==> config.mk <==
export PLATFORM = sky130hd
export DESIGN_NAME = agu_top
export DESIGN_NICKNAME = d
export VERILOG_FILES = /design/src/design/agu_pkg.sv /design/src/design/addr_calc.sv /design/src/design/agu_cfg_regs.sv /design/src/design/agu_top.sv /design/src/design/loop_nest_ctrl.sv /design/src/design/programmable_counter.sv
export SDC_FILE = /design/constraint.sdc
export NUM_CORES = 1
export LEC_CHECK = 0
export ABC_AREA = 1
export BUFFER_PORTS_ARGS = -buffer_cell sky130_fd_sc_hd__buf_2
export CAP_MARGIN = 20
export CORE_ASPECT_RATIO = 0.5
export CORE_MARGIN = 4
export CORE_UTILIZATION = 50
export DETAILED_ROUTE_END_ITERATION = 6
export PLACE_DENSITY = 0.69
export RECOVER_POWER = 100
export SYNTH_ARGS = -nofsm -noshare
export SYNTH_HDL_FRONTEND = slang
export SYNTH_HIERARCHICAL = 1
export SYNTH_SLANG_ARGS = --single-unit
==> constraint.sdc <==
create_clock -name clk_i -period 6.1 [get_ports clk_i]
set_input_delay 0.61 -clock clk_i [delete_from_list [all_inputs] [get_ports clk_i]]
set_output_delay 0.61 -clock clk_i [all_outputs]
set_load 0.05 [all_outputs]
==> src/design/agu_pkg.sv <==
// Shared types and constants for the three-level loop address generator.
// Import into module bodies; use scoped names in port lists.

package agu_pkg;

    localparam int unsigned LOOP_W     = 8;  // Loop index and bound width
    localparam int unsigned ADDR_W     = 16; // Base, stride and address width
    localparam int unsigned N_LOOPS    = 3;  // Index 0 is inner, 2 is outer
    localparam int unsigned REG_ADDR_W = 3;  // Register address width

    typedef logic [LOOP_W-1:0] loop_idx_t;
    typedef logic [ADDR_W-1:0] addr_t;

    // Register map for the config block
    typedef enum logic [REG_ADDR_W-1:0] {
        REG_BASE    = 3'd0,
        REG_BOUND0  = 3'd1,
        REG_BOUND1  = 3'd2,
        REG_BOUND2  = 3'd3,
        REG_STRIDE0 = 3'd4,
        REG_STRIDE1 = 3'd5,
        REG_STRIDE2 = 3'd6,
        REG_DIR     = 3'd7
    } reg_addr_e;

    // Loop controller states
    typedef enum logic [1:0] {
        ST_IDLE,
        ST_LOAD, // One cycle, counters take start values
        ST_RUN,
        ST_DONE  // Completion cycle, counters cleared
    } agu_state_e;

    // Full configuration as seen by controller and address stage
    typedef struct packed {
        addr_t                     base;
        loop_idx_t [N_LOOPS-1:0]   bound;  // Loop k runs bound[k]+1 steps
        addr_t     [N_LOOPS-1:0]   stride;
        logic      [N_LOOPS-1:0]   dir;    // 1 counts down from bound to 0
    } agu_cfg_t;

    // Current position in the loop nest
    typedef struct packed {
        loop_idx_t [N_LOOPS-1:0] idx;
    } loop_pos_t;

endpackage

==> src/design/addr_calc.sv <==
// Address stage: base plus index-times-stride for all loops, modulo 2^16.
// One cycle latency; addr_o holds its value while addr_valid_o is low.

module addr_calc (
    input  logic               clk_i,
    input  logic               rst_ni,
    input  agu_pkg::loop_pos_t pos_i,
    input  logic               step_i,       // Capture strobe
    input  agu_pkg::agu_cfg_t  cfg_i,
    output agu_pkg::addr_t     addr_o,
    output logic               addr_valid_o
);
    import agu_pkg::*;

    addr_t addr_d;
    addr_t addr_q;
    logic  valid_q;

    // Multiply-add, all terms truncated to ADDR_W
    always_comb begin
        addr_t term;
        addr_d = cfg_i.base;
        for (int k = 0; k < N_LOOPS; k++) begin
            term   = ADDR_W'(pos_i.idx[k]) * cfg_i.stride[k]; // Low half of product
            addr_d = addr_d + term;                           // Wraps mod 2^16
        end
    end

    // Address payload, updated only on a step
    always_ff @(posedge clk_i) begin
        if (step_i) begin
            addr_q <= addr_d;
        end
    end

    // Valid is step delayed by one cycle
    always_ff @(posedge clk_i or negedge rst_ni) begin
        if (!rst_ni) begin
            valid_q <= 1'b0;
        end else begin
            valid_q <= step_i;
        end
    end

    assign addr_o       = addr_q;
    assign addr_valid_o = valid_q;

endmodule

==> src/design/agu_cfg_regs.sv <==
// Configuration register block of the address generator.
// Writes land on the clock edge with we_i high unless a run is in progress.
// Readback is a combinational mux on addr_i.

module agu_cfg_regs (
    input  logic               clk_i,
    input  logic               rst_ni,
    input  logic               we_i,     // Write strobe
    input  agu_pkg::reg_addr_e addr_i,   // Shared by write and readback
    input  agu_pkg::addr_t     wdata_i,
    input  logic               busy_i,   // Locks the registers during a run
    output agu_pkg::addr_t     rdata_o,
    output agu_pkg::agu_cfg_t  cfg_o
);
    import agu_pkg::*;

    agu_cfg_t cfg_q;
    logic     wr_en;

    assign wr_en = we_i && !busy_i; // Writes while busy are dropped
    assign cfg_o = cfg_q;

    // Write decode
    always_ff @(posedge clk_i or negedge rst_ni) begin
        if (!rst_ni) begin
            cfg_q <= '0;
        end else if (wr_en) begin
            case (addr_i)
                REG_BASE: begin
                    cfg_q.base <= wdata_i;
                end
                REG_BOUND0: begin
                    cfg_q.bound[0] <= wdata_i[LOOP_W-1:0]; // Upper bits dropped
                end
                REG_BOUND1: begin
                    cfg_q.bound[1] <= wdata_i[LOOP_W-1:0];
                end
                REG_BOUND2: begin
                    cfg_q.bound[2] <= wdata_i[LOOP_W-1:0];
                end
                REG_STRIDE0: begin
                    cfg_q.stride[0] <= wdata_i;
                end
                REG_STRIDE1: begin
                    cfg_q.stride[1] <= wdata_i;
                end
                REG_STRIDE2: begin
                    cfg_q.stride[2] <= wdata_i;
                end
                REG_DIR: begin
                    cfg_q.dir <= wdata_i[N_LOOPS-1:0]; // One bit per loop
                end
                default: begin
                    cfg_q <= cfg_q;
                end
            endcase
        end
    end

    // Readback mux, narrow fields zero-extended
    always_comb begin
        rdata_o = '0;
        case (addr_i)
            REG_BASE:    rdata_o = cfg_q.base;
            REG_BOUND0:  rdata_o = ADDR_W'(cfg_q.bound[0]);
            REG_BOUND1:  rdata_o = ADDR_W'(cfg_q.bound[1]);
            REG_BOUND2:  rdata_o = ADDR_W'(cfg_q.bound[2]);
            REG_STRIDE0: rdata_o = cfg_q.stride[0];
            REG_STRIDE1: rdata_o = cfg_q.stride[1];
            REG_STRIDE2: rdata_o = cfg_q.stride[2];
            REG_DIR:     rdata_o = ADDR_W'(cfg_q.dir);
            default:     rdata_o = '0;
        endcase
    end

endmodule

==> src/design/agu_top.sv <==
// Top level of the three-level loop address generator.
// Software programs the registers, pulses start_i and collects one address
// per addr_valid_o; done_o marks the final address of the run.

module agu_top (
    input  logic               clk_i,
    input  logic               rst_ni,
    input  logic               cfg_we_i,     // Register write strobe
    input  agu_pkg::reg_addr_e cfg_addr_i,   // Write and readback address
    input  agu_pkg::addr_t     cfg_wdata_i,
    output agu_pkg::addr_t     cfg_rdata_o,  // Combinational readback
    input  logic               start_i,      // Pulse, taken in idle only
    input  logic               stall_i,      // Hold the walk
    output agu_pkg::addr_t     addr_o,
    output logic               addr_valid_o,
    output logic               busy_o,
    output logic               done_o
);
    import agu_pkg::*;

    agu_cfg_t  cfg;  // Register contents to controller and address stage
    loop_pos_t pos;  // Current loop indices
    logic      step; // One address per step

    // Registers, locked while the controller is busy
    agu_cfg_regs u_regs (
        .clk_i   (clk_i),
        .rst_ni  (rst_ni),
        .we_i    (cfg_we_i),
        .addr_i  (cfg_addr_i),
        .wdata_i (cfg_wdata_i),
        .busy_i  (busy_o),
        .rdata_o (cfg_rdata_o),
        .cfg_o   (cfg)
    );

    loop_nest_ctrl u_ctrl (
        .clk_i   (clk_i),
        .rst_ni  (rst_ni),
        .start_i (start_i),
        .stall_i (stall_i),
        .cfg_i   (cfg),
        .pos_o   (pos),
        .step_o  (step),
        .busy_o  (busy_o),
        .done_o  (done_o)
    );

    // Registered address output
    addr_calc u_addr (
        .clk_i        (clk_i),
        .rst_ni       (rst_ni),
        .pos_i        (pos),
        .step_i       (step),
        .cfg_i        (cfg),
        .addr_o       (addr_o),
        .addr_valid_o (addr_valid_o)
    );

endmodule

==> src/design/loop_nest_ctrl.sv <==
// Loop nest controller: FSM plus one counter per loop.
// A start pulse in idle loads the counters, then each unstalled run cycle
// issues one step; the step where all loops show last ends the run.

module loop_nest_ctrl (
    input  logic              clk_i,
    input  logic              rst_ni,
    input  logic              start_i,  // One-cycle pulse, idle only
    input  logic              stall_i,  // Level, freezes the walk
    input  agu_pkg::agu_cfg_t cfg_i,
    output agu_pkg::loop_pos_t pos_o,
    output logic              step_o,   // One address per step
    output logic              busy_o,
    output logic              done_o
);
    import agu_pkg::*;

    agu_state_e state_q;
    agu_state_e state_d;

    loop_idx_t          cnt_q     [N_LOOPS]; // Counter outputs
    loop_idx_t          start_val [N_LOOPS]; // Load values by direction
    logic [N_LOOPS-1:0] last;
    logic [N_LOOPS:0]   carry;               // carry[k] enables loop k
    logic               cnt_load;
    logic               cnt_clear;
    logic               step;
    logic               finish;

    assign step      = (state_q == ST_RUN) && !stall_i;
    assign cnt_load  = (state_q == ST_LOAD);
    assign cnt_clear = (state_q == ST_DONE);

    // Inner loop steps every time, outer ones when all inner show last
    assign carry[0] = step;
    assign finish   = carry[N_LOOPS]; // Final step of the nest

    for (genvar k = 0; k < N_LOOPS; k++) begin : g_loop
        assign start_val[k] = cfg_i.dir[k] ? cfg_i.bound[k] : '0; // Down loops begin at bound
        assign carry[k+1]   = carry[k] & last[k];

        programmable_counter u_cnt (
            .clk_i   (clk_i),
            .rst_ni  (rst_ni),
            .clear_i (cnt_clear),
            .en_i    (carry[k]),
            .load_i  (cnt_load),
            .down_i  (cfg_i.dir[k]),
            .bound_i (cfg_i.bound[k]),
            .d_i     (start_val[k]),
            .q_o     (cnt_q[k]),
            .last_o  (last[k])
        );
    end

    always_comb begin
        for (int k = 0; k < N_LOOPS; k++) begin
            pos_o.idx[k] = cnt_q[k];
        end
    end

    // FSM
    always_comb begin
        state_d = state_q;
        case (state_q)
            ST_IDLE: begin
                if (start_i) begin
                    state_d = ST_LOAD;
                end
            end
            ST_LOAD: state_d = ST_RUN; // Counters load at this edge
            ST_RUN: begin
                if (finish) begin
                    state_d = ST_DONE;
                end
            end
            ST_DONE: state_d = ST_IDLE;
            default: state_d = ST_IDLE;
        endcase
    end

    always_ff @(posedge clk_i or negedge rst_ni) begin
        if (!rst_ni) begin
            state_q <= ST_IDLE;
        end else begin
            state_q <= state_d;
        end
    end

    assign step_o = step;
    assign busy_o = (state_q != ST_IDLE);  // LOAD through DONE
    assign done_o = (state_q == ST_DONE);  // Lines up with last addr_valid

endmodule

==> src/design/programmable_counter.sv <==
// Loadable up/down counter with a runtime bound.
// last_o flags the final value of a sweep: bound when counting up, 0 when down.

module programmable_counter (
    input  logic               clk_i,
    input  logic               rst_ni,
    input  logic               clear_i, // Highest priority, forces 0
    input  logic               en_i,    // Take one step
    input  logic               load_i,  // Load d_i, beats en_i
    input  logic               down_i,  // 1 counts down
    input  agu_pkg::loop_idx_t bound_i, // Top of the count range
    input  agu_pkg::loop_idx_t d_i,     // Load value
    output agu_pkg::loop_idx_t q_o,
    output logic               last_o
);
    import agu_pkg::*;

    loop_idx_t cnt_q;
    loop_idx_t cnt_d;
    logic      at_top;
    logic      at_zero;

    assign at_top  = (cnt_q == bound_i);
    assign at_zero = (cnt_q == '0);

    assign q_o    = cnt_q;
    assign last_o = down_i ? at_zero : at_top; // Depends on current direction

    // Next value
    always_comb begin
        cnt_d = cnt_q;
        if (clear_i) begin
            cnt_d = '0;
        end else if (load_i) begin
            cnt_d = d_i;
        end else if (en_i) begin
            if (down_i) begin
                // Wrap back up to the bound below 0
                if (at_zero) begin
                    cnt_d = bound_i;
                end else begin
                    cnt_d = cnt_q - 1'b1;
                end
            end else begin
                if (at_top) begin
                    cnt_d = '0; // Restart sweep
                end else begin
                    cnt_d = cnt_q + 1'b1;
                end
            end
        end
    end

    always_ff @(posedge clk_i or negedge rst_ni) begin
        if (!rst_ni) begin
            cnt_q <= '0;
        end else begin
            cnt_q <= cnt_d;
        end
    end

endmodule

==> flow_summary.json, run 1 <==
{
  "number_of_endpoints_failing_setup_at_the_final_stage": 0,
  "clk_pin_slew_ns": 0.07,
  "maxSlewHeadroom": -0.917,
  "dr_total_vias": 16100,
  "slowest_delay_ns": 0.56,
  "global_route.usage.total": 0.281,
  "floorplan.rows": 49,
  "globalplace.congestion": 0.970,
  "worst_clock_skew_ns": 0.0130,
  "max_freq_mhz": 167,
  "grt_first_pass_wirelength_mm": 85.6,
  "critical_path.slowest_cell": "fa_1",
  "antenna_violating_nets_post_route": 0,
  "floorplan.die_area_sq_um": 40000,
  "core-area_sq_um": 36000,
  "yosysWarningCount": 6,
  "relative_area_change_from_synthesis_to_final_layout_pct": 8.79,
  "setup_repair_after_global_routing_missed_its_margin": "true",
  "global_route.overflow_total": 0,
  "syn_area_sq_um": 18400,
  "hold_path_depth": 3,
  "crit_path_launch_type": "flip-flop",
  "post-place-ws_ns": 0.00684,
  "outcome": "finished with violations",
  "critPathArrivalTime_ns": 6.20,
  "cts_tree": "built",
  "layout_setup_ws_ns": 0.114,
  "hold_slack_ns": 0.411,
  "fp.dieH_um": 144,
  "ctsHtreeMaxLevel": 4,
  "grt_antenna_before_repair": 1,
  "timing.critical_path.to_type": "flip-flop",
  "effective_utilization_at_floorplan": 0.509,
  "syn-instance-count": 2530,
  "timing.final.hold_violations": 0,
  "drc": 0,
  "reg2reg_setup_slack_ns": 0.11,
  "timing.final.max_slew_violations": 207,
  "worstRegToRegCells": 22,
  "cap_viol_max_count": 5,
  "ioPinCount": 59,
  "drt_pass_1_iters": 6,
  "cts.sinks": 134,
  "vias_in_the_first_global_route": 15100,
  "yosys_register_bits": 134,
  "count_of_buffers_inserted_at_the_top_level_ports": 58,
  "cts-root-to-sink-buffers": 2,
  "wl_per_cell_um": 18.2,
  "synth_top_flop_cell": "dfrtp_1",
  "synth-edff-count": 16,
  "synth-async-reset-ratio": 0.881,
  "half_perimeter_wire_length_after_placement_mm": 44.0,
  "clk_latency_ns": 0.45,
  "crit_chain": "buf_4 > nand2_1 > inv_1 > fa_1 > fa_1 > inv_1 > fa_1 > fa_1 > inv_1 > fa_1 > fa_1 > inv_1 > fa_1 > inv_1 > ha_4 > a21o_1 > o21ai_0 > o2111ai_1 > a31oi_1 > inv_1 > nand2_1 > nand2_1",
  "worst-slew-pin-transition_ns": 2.87,
  "worst-path-max-fanout": 7,
  "worstSetupPathType": "reg2reg",
  "synth_cell_types": 43,
  "postLayoutCoreUtil": 0.554,
  "critical-path-top-cell-by-count": "fa_1",
  "final_net_count": 2919,
  "antenna_fix_cells": 0,
  "cts-hold-fix-buffers": 0,
  "die_w_um": 279,
  "final_min_period_over_clock_period": 0.981,
  "minimum_clock_period_after_layout_ns": 5.99,
  "cts_made_buffers": 17,
  "avgViaCountPerCell": 5.24,
  "routed_wirelength_mm": 55.9,
  "critical_path_required_ns": 6.31,
  "syn_area_per_cell_sq_um": 7.26,
  "grt_max_degree": 79,
  "drive_above_1_share": 0.0922,
  "clock-root-buffer": "clkbuf_16",
  "hold_class": "in2reg",
  "mappedNetlistNets": 2869,
  "first_iter_violations": 1857,
  "failed_checks": "capacitance limit, slew limit",
  "portion_of_the_post_synthesis_area_used_by_sequential_elements": 0.187
}
==> Yosys cell counts, types with 2 or more instances <==
cell / instances / share of area
a21oi_1: 39 / 0.011
dfrtp_1: 118 / 0.16
buf_6: 18 / 0.011
a21o_1: 2 / 0.00082
a21oi_2: 14 / 0.0067
edfxtp_1: 16 / 0.026
nand2_1: 825 / 0.17
o21ai_2: 10 / 0.0048
nand2_2: 6 / 0.0020
buf_1: 6 / 0.0012
clkbuf_1: 50 / 0.010
nand3_2: 4 / 0.0022
nand3b_1: 7 / 0.0029
buf_2: 27 / 0.0074
nand2_4: 4 / 0.0025
inv_1: 577 / 0.12
nand3_4: 2 / 0.0019
o21ai_1: 13 / 0.0035
clkbuf_2: 3 / 0.00082
ha_1: 74 / 0.050
nor2_8: 6 / 0.0065
nor3_4: 3 / 0.0027
fa_1: 241 / 0.26
xor2_1: 22 / 0.010
nor2_1: 124 / 0.025
inv_2: 18 / 0.0037
nand3_1: 106 / 0.029
o2111ai_1: 2 / 0.00095
a31oi_1: 4 / 0.0014
nand4_1: 66 / 0.022
buf_4: 9 / 0.0037
o21bai_1: 2 / 0.00082
nor2_4: 8 / 0.0049
xnor2_1: 12 / 0.0057
nor2_2: 9 / 0.0031
o21a_1: 3 / 0.0012
nor3_1: 2 / 0.00055
o21ai_0: 73 / 0.020
==> worst max-delay path: cells and delay by family (launching register included) <==
kind	cells	cell delay, ns
and+or+nand+nor	3	0.16
buffers and inverters	7	0.51
DFF	1	0.46
adders and majority gates	8	3.81
AOI/OAI and AO/OA	4	0.79
==> cells by family (layout without fill, tap and decap cells) <==
logic type	Yosys count	count (layout)	synth area share
and+or+nand+nor	1175	1175	0.276
buffers and inverters	709	772	0.157
adders and majority gates	315	315	0.313
AOI/OAI and AO/OA	163	163	0.0511
DFF	134	134	0.187
xor gates and xnor gates	34	34	0.0162
==> flip-flops by register name (all words and copies together), names as in the netlist <==
register	cells
u_addr/addr_valid_o	1
u_addr/addr_o	16
u_ctrl/state_q	2
u_ctrl/g_loop.u_cnt/q_o	24
u_regs/cfg_o	91
==> layer usage <==
layer	vias up	part of all wire	global-route usage
li1	7556	-	-
met1	7703	0.44	0.406
met2	771	0.42	0.422
met3	79	0.11	0.0731
met4	2	0.025	0.0746
met5	-	0.00020	0
==> timing repair <==
item / 4_1_cts / 5_1_grt
resized for setup: 0 / 49
setup endpoints to repair: 0 / 6
endpoints found under the hold margin: 0 / 0
buffers inserted: 0 / 8
==> layout by cell type (no fill, tap or decap), types with 5 or more instances in the layout <==
master     count
clkbuf_16     17
ha_1          64
nor2_8         5
bufinv_16      5
edfxtp_1      16
xnor2_1       12
a21oi_1       38
buf_2         22
nor2_2         7
buf_4         72
buf_12         5
inv_2         16
dfrtp_2       28
nand2_2        5
a21oi_2       15
clkbuf_1      42
nand4_1       66
dfrtp_1       90
inv_1        579
nor2_4         6
o21ai_0       91
nor2_1       129
nand3b_1       7
fa_1         240
nand2_1      827
nand3_1      107
xor2_1        22
ha_4          10
==> worst paths after layout <==
kind	from	endpoint
worst max-delay path	u_ctrl/g_loop[2].u_cnt/q_o[0]	u_addr/addr_o[15]
worst min-delay path	cfg_wdata_i[2]	u_regs/cfg_o[37]
worst max register to register	u_ctrl/g_loop[2].u_cnt/q_o[0]	u_addr/addr_o[15]
worst min register to register	u_ctrl/state_q[1]	u_ctrl/state_q[1]
max in group asynchronous	rst_ni	u_ctrl/g_loop[1].u_cnt/q_o[3]
min in group asynchronous	rst_ni	u_ctrl/state_q[1]
==> per-stage QoR <==
| stage | TNS, ns | instance area (sq um) | cells |
|---|---|---|---|
| after floorplan | 0 | 18400 | 2530 |
| after global placement | 0 | 19200 | 3036 |
| final | 0 | 20000 | 3077 |
| after global routing | -0.0219 | 20000 | 3077 |
| after CTS | 0 | 19900 | 3068 |
| after detailed placement | 0 | 19200 | 3036 |
==> final cells by class <==
type,instances,area (sq um)
timing repair buffer,145,943
inverter,595,2230
fill,3417,16100
tap,484,606
clock inverter,14,220
clock buffer,18,439
sequential,134,3470
multi-input combinational,1687,12100
Power of run 1 is not shown: default switching activity piles up to over one toggle a cycle in this logic, so the estimate is an artifact.
==> run 2: changes to the inputs <==
- BUFFER_PORTS_ARGS: -buffer_cell sky130_fd_sc_hd__buf_2 -> not set
- DONT_BUFFER_PORTS: not set -> 1
- PLACE_DENSITY: 0.69 -> 0.68
==> flow_summary.json, run 2 (synthesized netlist as in run 1, its figures left out) <==
{
  "global_route.usage.total": 0.278,
  "path_buf_inv": 6,
  "final_net_count": 2870,
  "rr_endpoint": "u_addr/addr_o[15]",
  "ioPinCount": 59,
  "cts_made_buffers": 17,
  "half_perimeter_wire_length_after_placement_mm": 42.6,
  "die_w_um": 279,
  "timing.final.hold_violations": 0,
  "antenna_violating_nets_post_route": 0,
  "critical-path-top-cell-by-count": "fa_1",
  "crit_path_launch_type": "flip-flop",
  "number_of_endpoints_failing_setup_at_the_final_stage": 0,
  "vias_in_the_first_global_route": 15300,
  "timing.final.max_slew_violations": 173,
  "outcome": "finished with violations",
  "most-common-layout-cells": "nand2_1 (826), inv_1 (579), fa_1 (239)",
  "maxSlewHeadroom": -1.13,
  "clk_pin_slew_ns": 0.06,
  "first_iter_violations": 1606,
  "cap_viol_max_count": 3,
  "core-area_sq_um": 36000,
  "global_route.overflow_total": 0,
  "drt_pass_1_iters": 5,
  "layout_setup_ws_ns": 0.204,
  "globalplace.congestion": 0.939,
  "fp.dieH_um": 144,
  "hold_class": "in2reg",
  "drc": 0,
  "drive_above_1_share": 0.0959,
  "cp-endpoint": "u_addr/addr_o[15]",
  "worst-path-max-fanout": 8,
  "placedInstanceArea_sq_um": 18900,
  "worstSetupPathType": "reg2reg",
  "crit_chain": "buf_4 > nand2_1 > fa_1 > inv_1 > fa_1 > fa_1 > fa_1 > fa_1 > fa_1 > inv_1 > fa_1 > inv_1 > ha_1 > inv_1 > nor3_4 > o21ai_1 > o2111ai_1 > a31oi_2 > inv_1 > nand2_1 > nand2_1",
  "failed_checks": "capacitance limit, slew limit",
  "worstRegToRegCells": 21,
  "floorplan.rows": 49,
  "critPathArrivalTime_ns": 6.09,
  "routed_wirelength_mm": 54.8,
  "dr_total_vias": 15900,
  "max_freq_mhz": 170,
  "critical_path_required_ns": 6.30,
  "floorplan.die_area_sq_um": 40000,
  "post-place-ws_ns": 0.0611,
  "clock-root-buffer": "clkbuf_16",
  "count_of_buffers_inserted_at_the_top_level_ports": 0,
  "ctsHtreeMaxLevel": 4,
  "layout_commonest_cell": "nand2_1",
  "relative_area_change_from_synthesis_to_final_layout_pct": 7.73,
  "critPathTopFamily": "adder cells",
  "antenna_fix_cells": 0,
  "cts_tree": "built",
  "clk_latency_ns": 0.45,
  "grt_antenna_before_repair": 2,
  "grt_first_pass_wirelength_mm": 85.6,
  "worst_clock_skew_ns": 0.0114,
  "grt_max_degree": 119,
  "wl_per_cell_um": 18.1,
  "timing.rr.start": "u_ctrl/g_loop[1].u_cnt/q_o[0]",
  "cts.sinks": 134,
  "timing.critical_path.to_type": "flip-flop",
  "final_cell_area_sq_um": 19800,
  "critPathLaunch": "u_ctrl/g_loop[1].u_cnt/q_o[0]",
  "reg2reg_setup_slack_ns": 0.20,
  "max_reg_flops": 91,
  "postLayoutCoreUtil": 0.549,
  "avgViaCountPerCell": 5.26,
  "minimum_clock_period_after_layout_ns": 5.90,
  "slowest_delay_ns": 0.60,
  "final_min_period_over_clock_period": 0.966,
  "worst-slew-pin-transition_ns": 3.19,
  "cts-root-to-sink-buffers": 2,
  "critical_path.slowest_cell": "dfrtp_1",
  "worstSetupPathDepth": 21,
  "effective_utilization_at_floorplan": 0.509
}
==> run 2: changes by cell type in the layout (fill, tap and decap cells not counted), sizes merged <==
cell    delta
clkbuf    -35
inv        -1
bufinv     -2
buf       -11
==> run 2: how the worst min path moves through the flow <==
stage,from,to,slack (ns),depth (start not counted)
3_5_place_dp,rst_ni,u_addr/addr_valid_o,0.32,0
5_1_grt,cfg_wdata_i[1],u_regs/cfg_o[36],0.27,2
6_report,cfg_wdata_i[5],u_regs/cfg_o[40],0.30,2
4_1_cts,rst_ni,u_addr/addr_valid_o,0.12,1
2_1_floorplan,rst_ni,u_addr/addr_valid_o,0.31,0
3_3_place_gp,rst_ni,u_addr/addr_valid_o,0.32,0
==> run 2: metal layers <==
metal	wire (um)	vias up	GRT usage
met5	0	-	0
met4	1980	0	0.0916
met3	4840	117	0.0635
met2	24000	665	0.436
met1	24000	7684	0.385
li1	-	7464	-
==> run 2: cell type report <==
cell class	instances	area (sq um)
Multi-Input combinational cell	1687	12100
Inverter	595	2230
Clock buffer	21	470
Fill cell	3448	16300
Sequential cell	134	3480
Tap cell	484	606
Timing Repair Buffer	96	738
Clock inverter	11	145
==> run 2: metrics by stage <==
stage / hold slack [ns] / cells / setup TNS (ns)
CTS: 0.123 / 3009 / 0
global route: 0.272 / 3028 / -0.0660
finish: 0.298 / 3028 / 0
floorplan: 0.314 / 2530 / 0
detailed placement: 0.318 / 2976 / 0
global placement: 0.317 / 2976 / 0
==> run 2: timing repair <==
item | in CTS | in global routing
endpoints found under the setup margin | 0 | 8
endpoints found under the hold margin | 118 | 0
gates resized for setup | 0 | 69
buffers inserted | 0 | 19
hold buffers | 1 | 0
Power of run 2 is left out for the same reason.
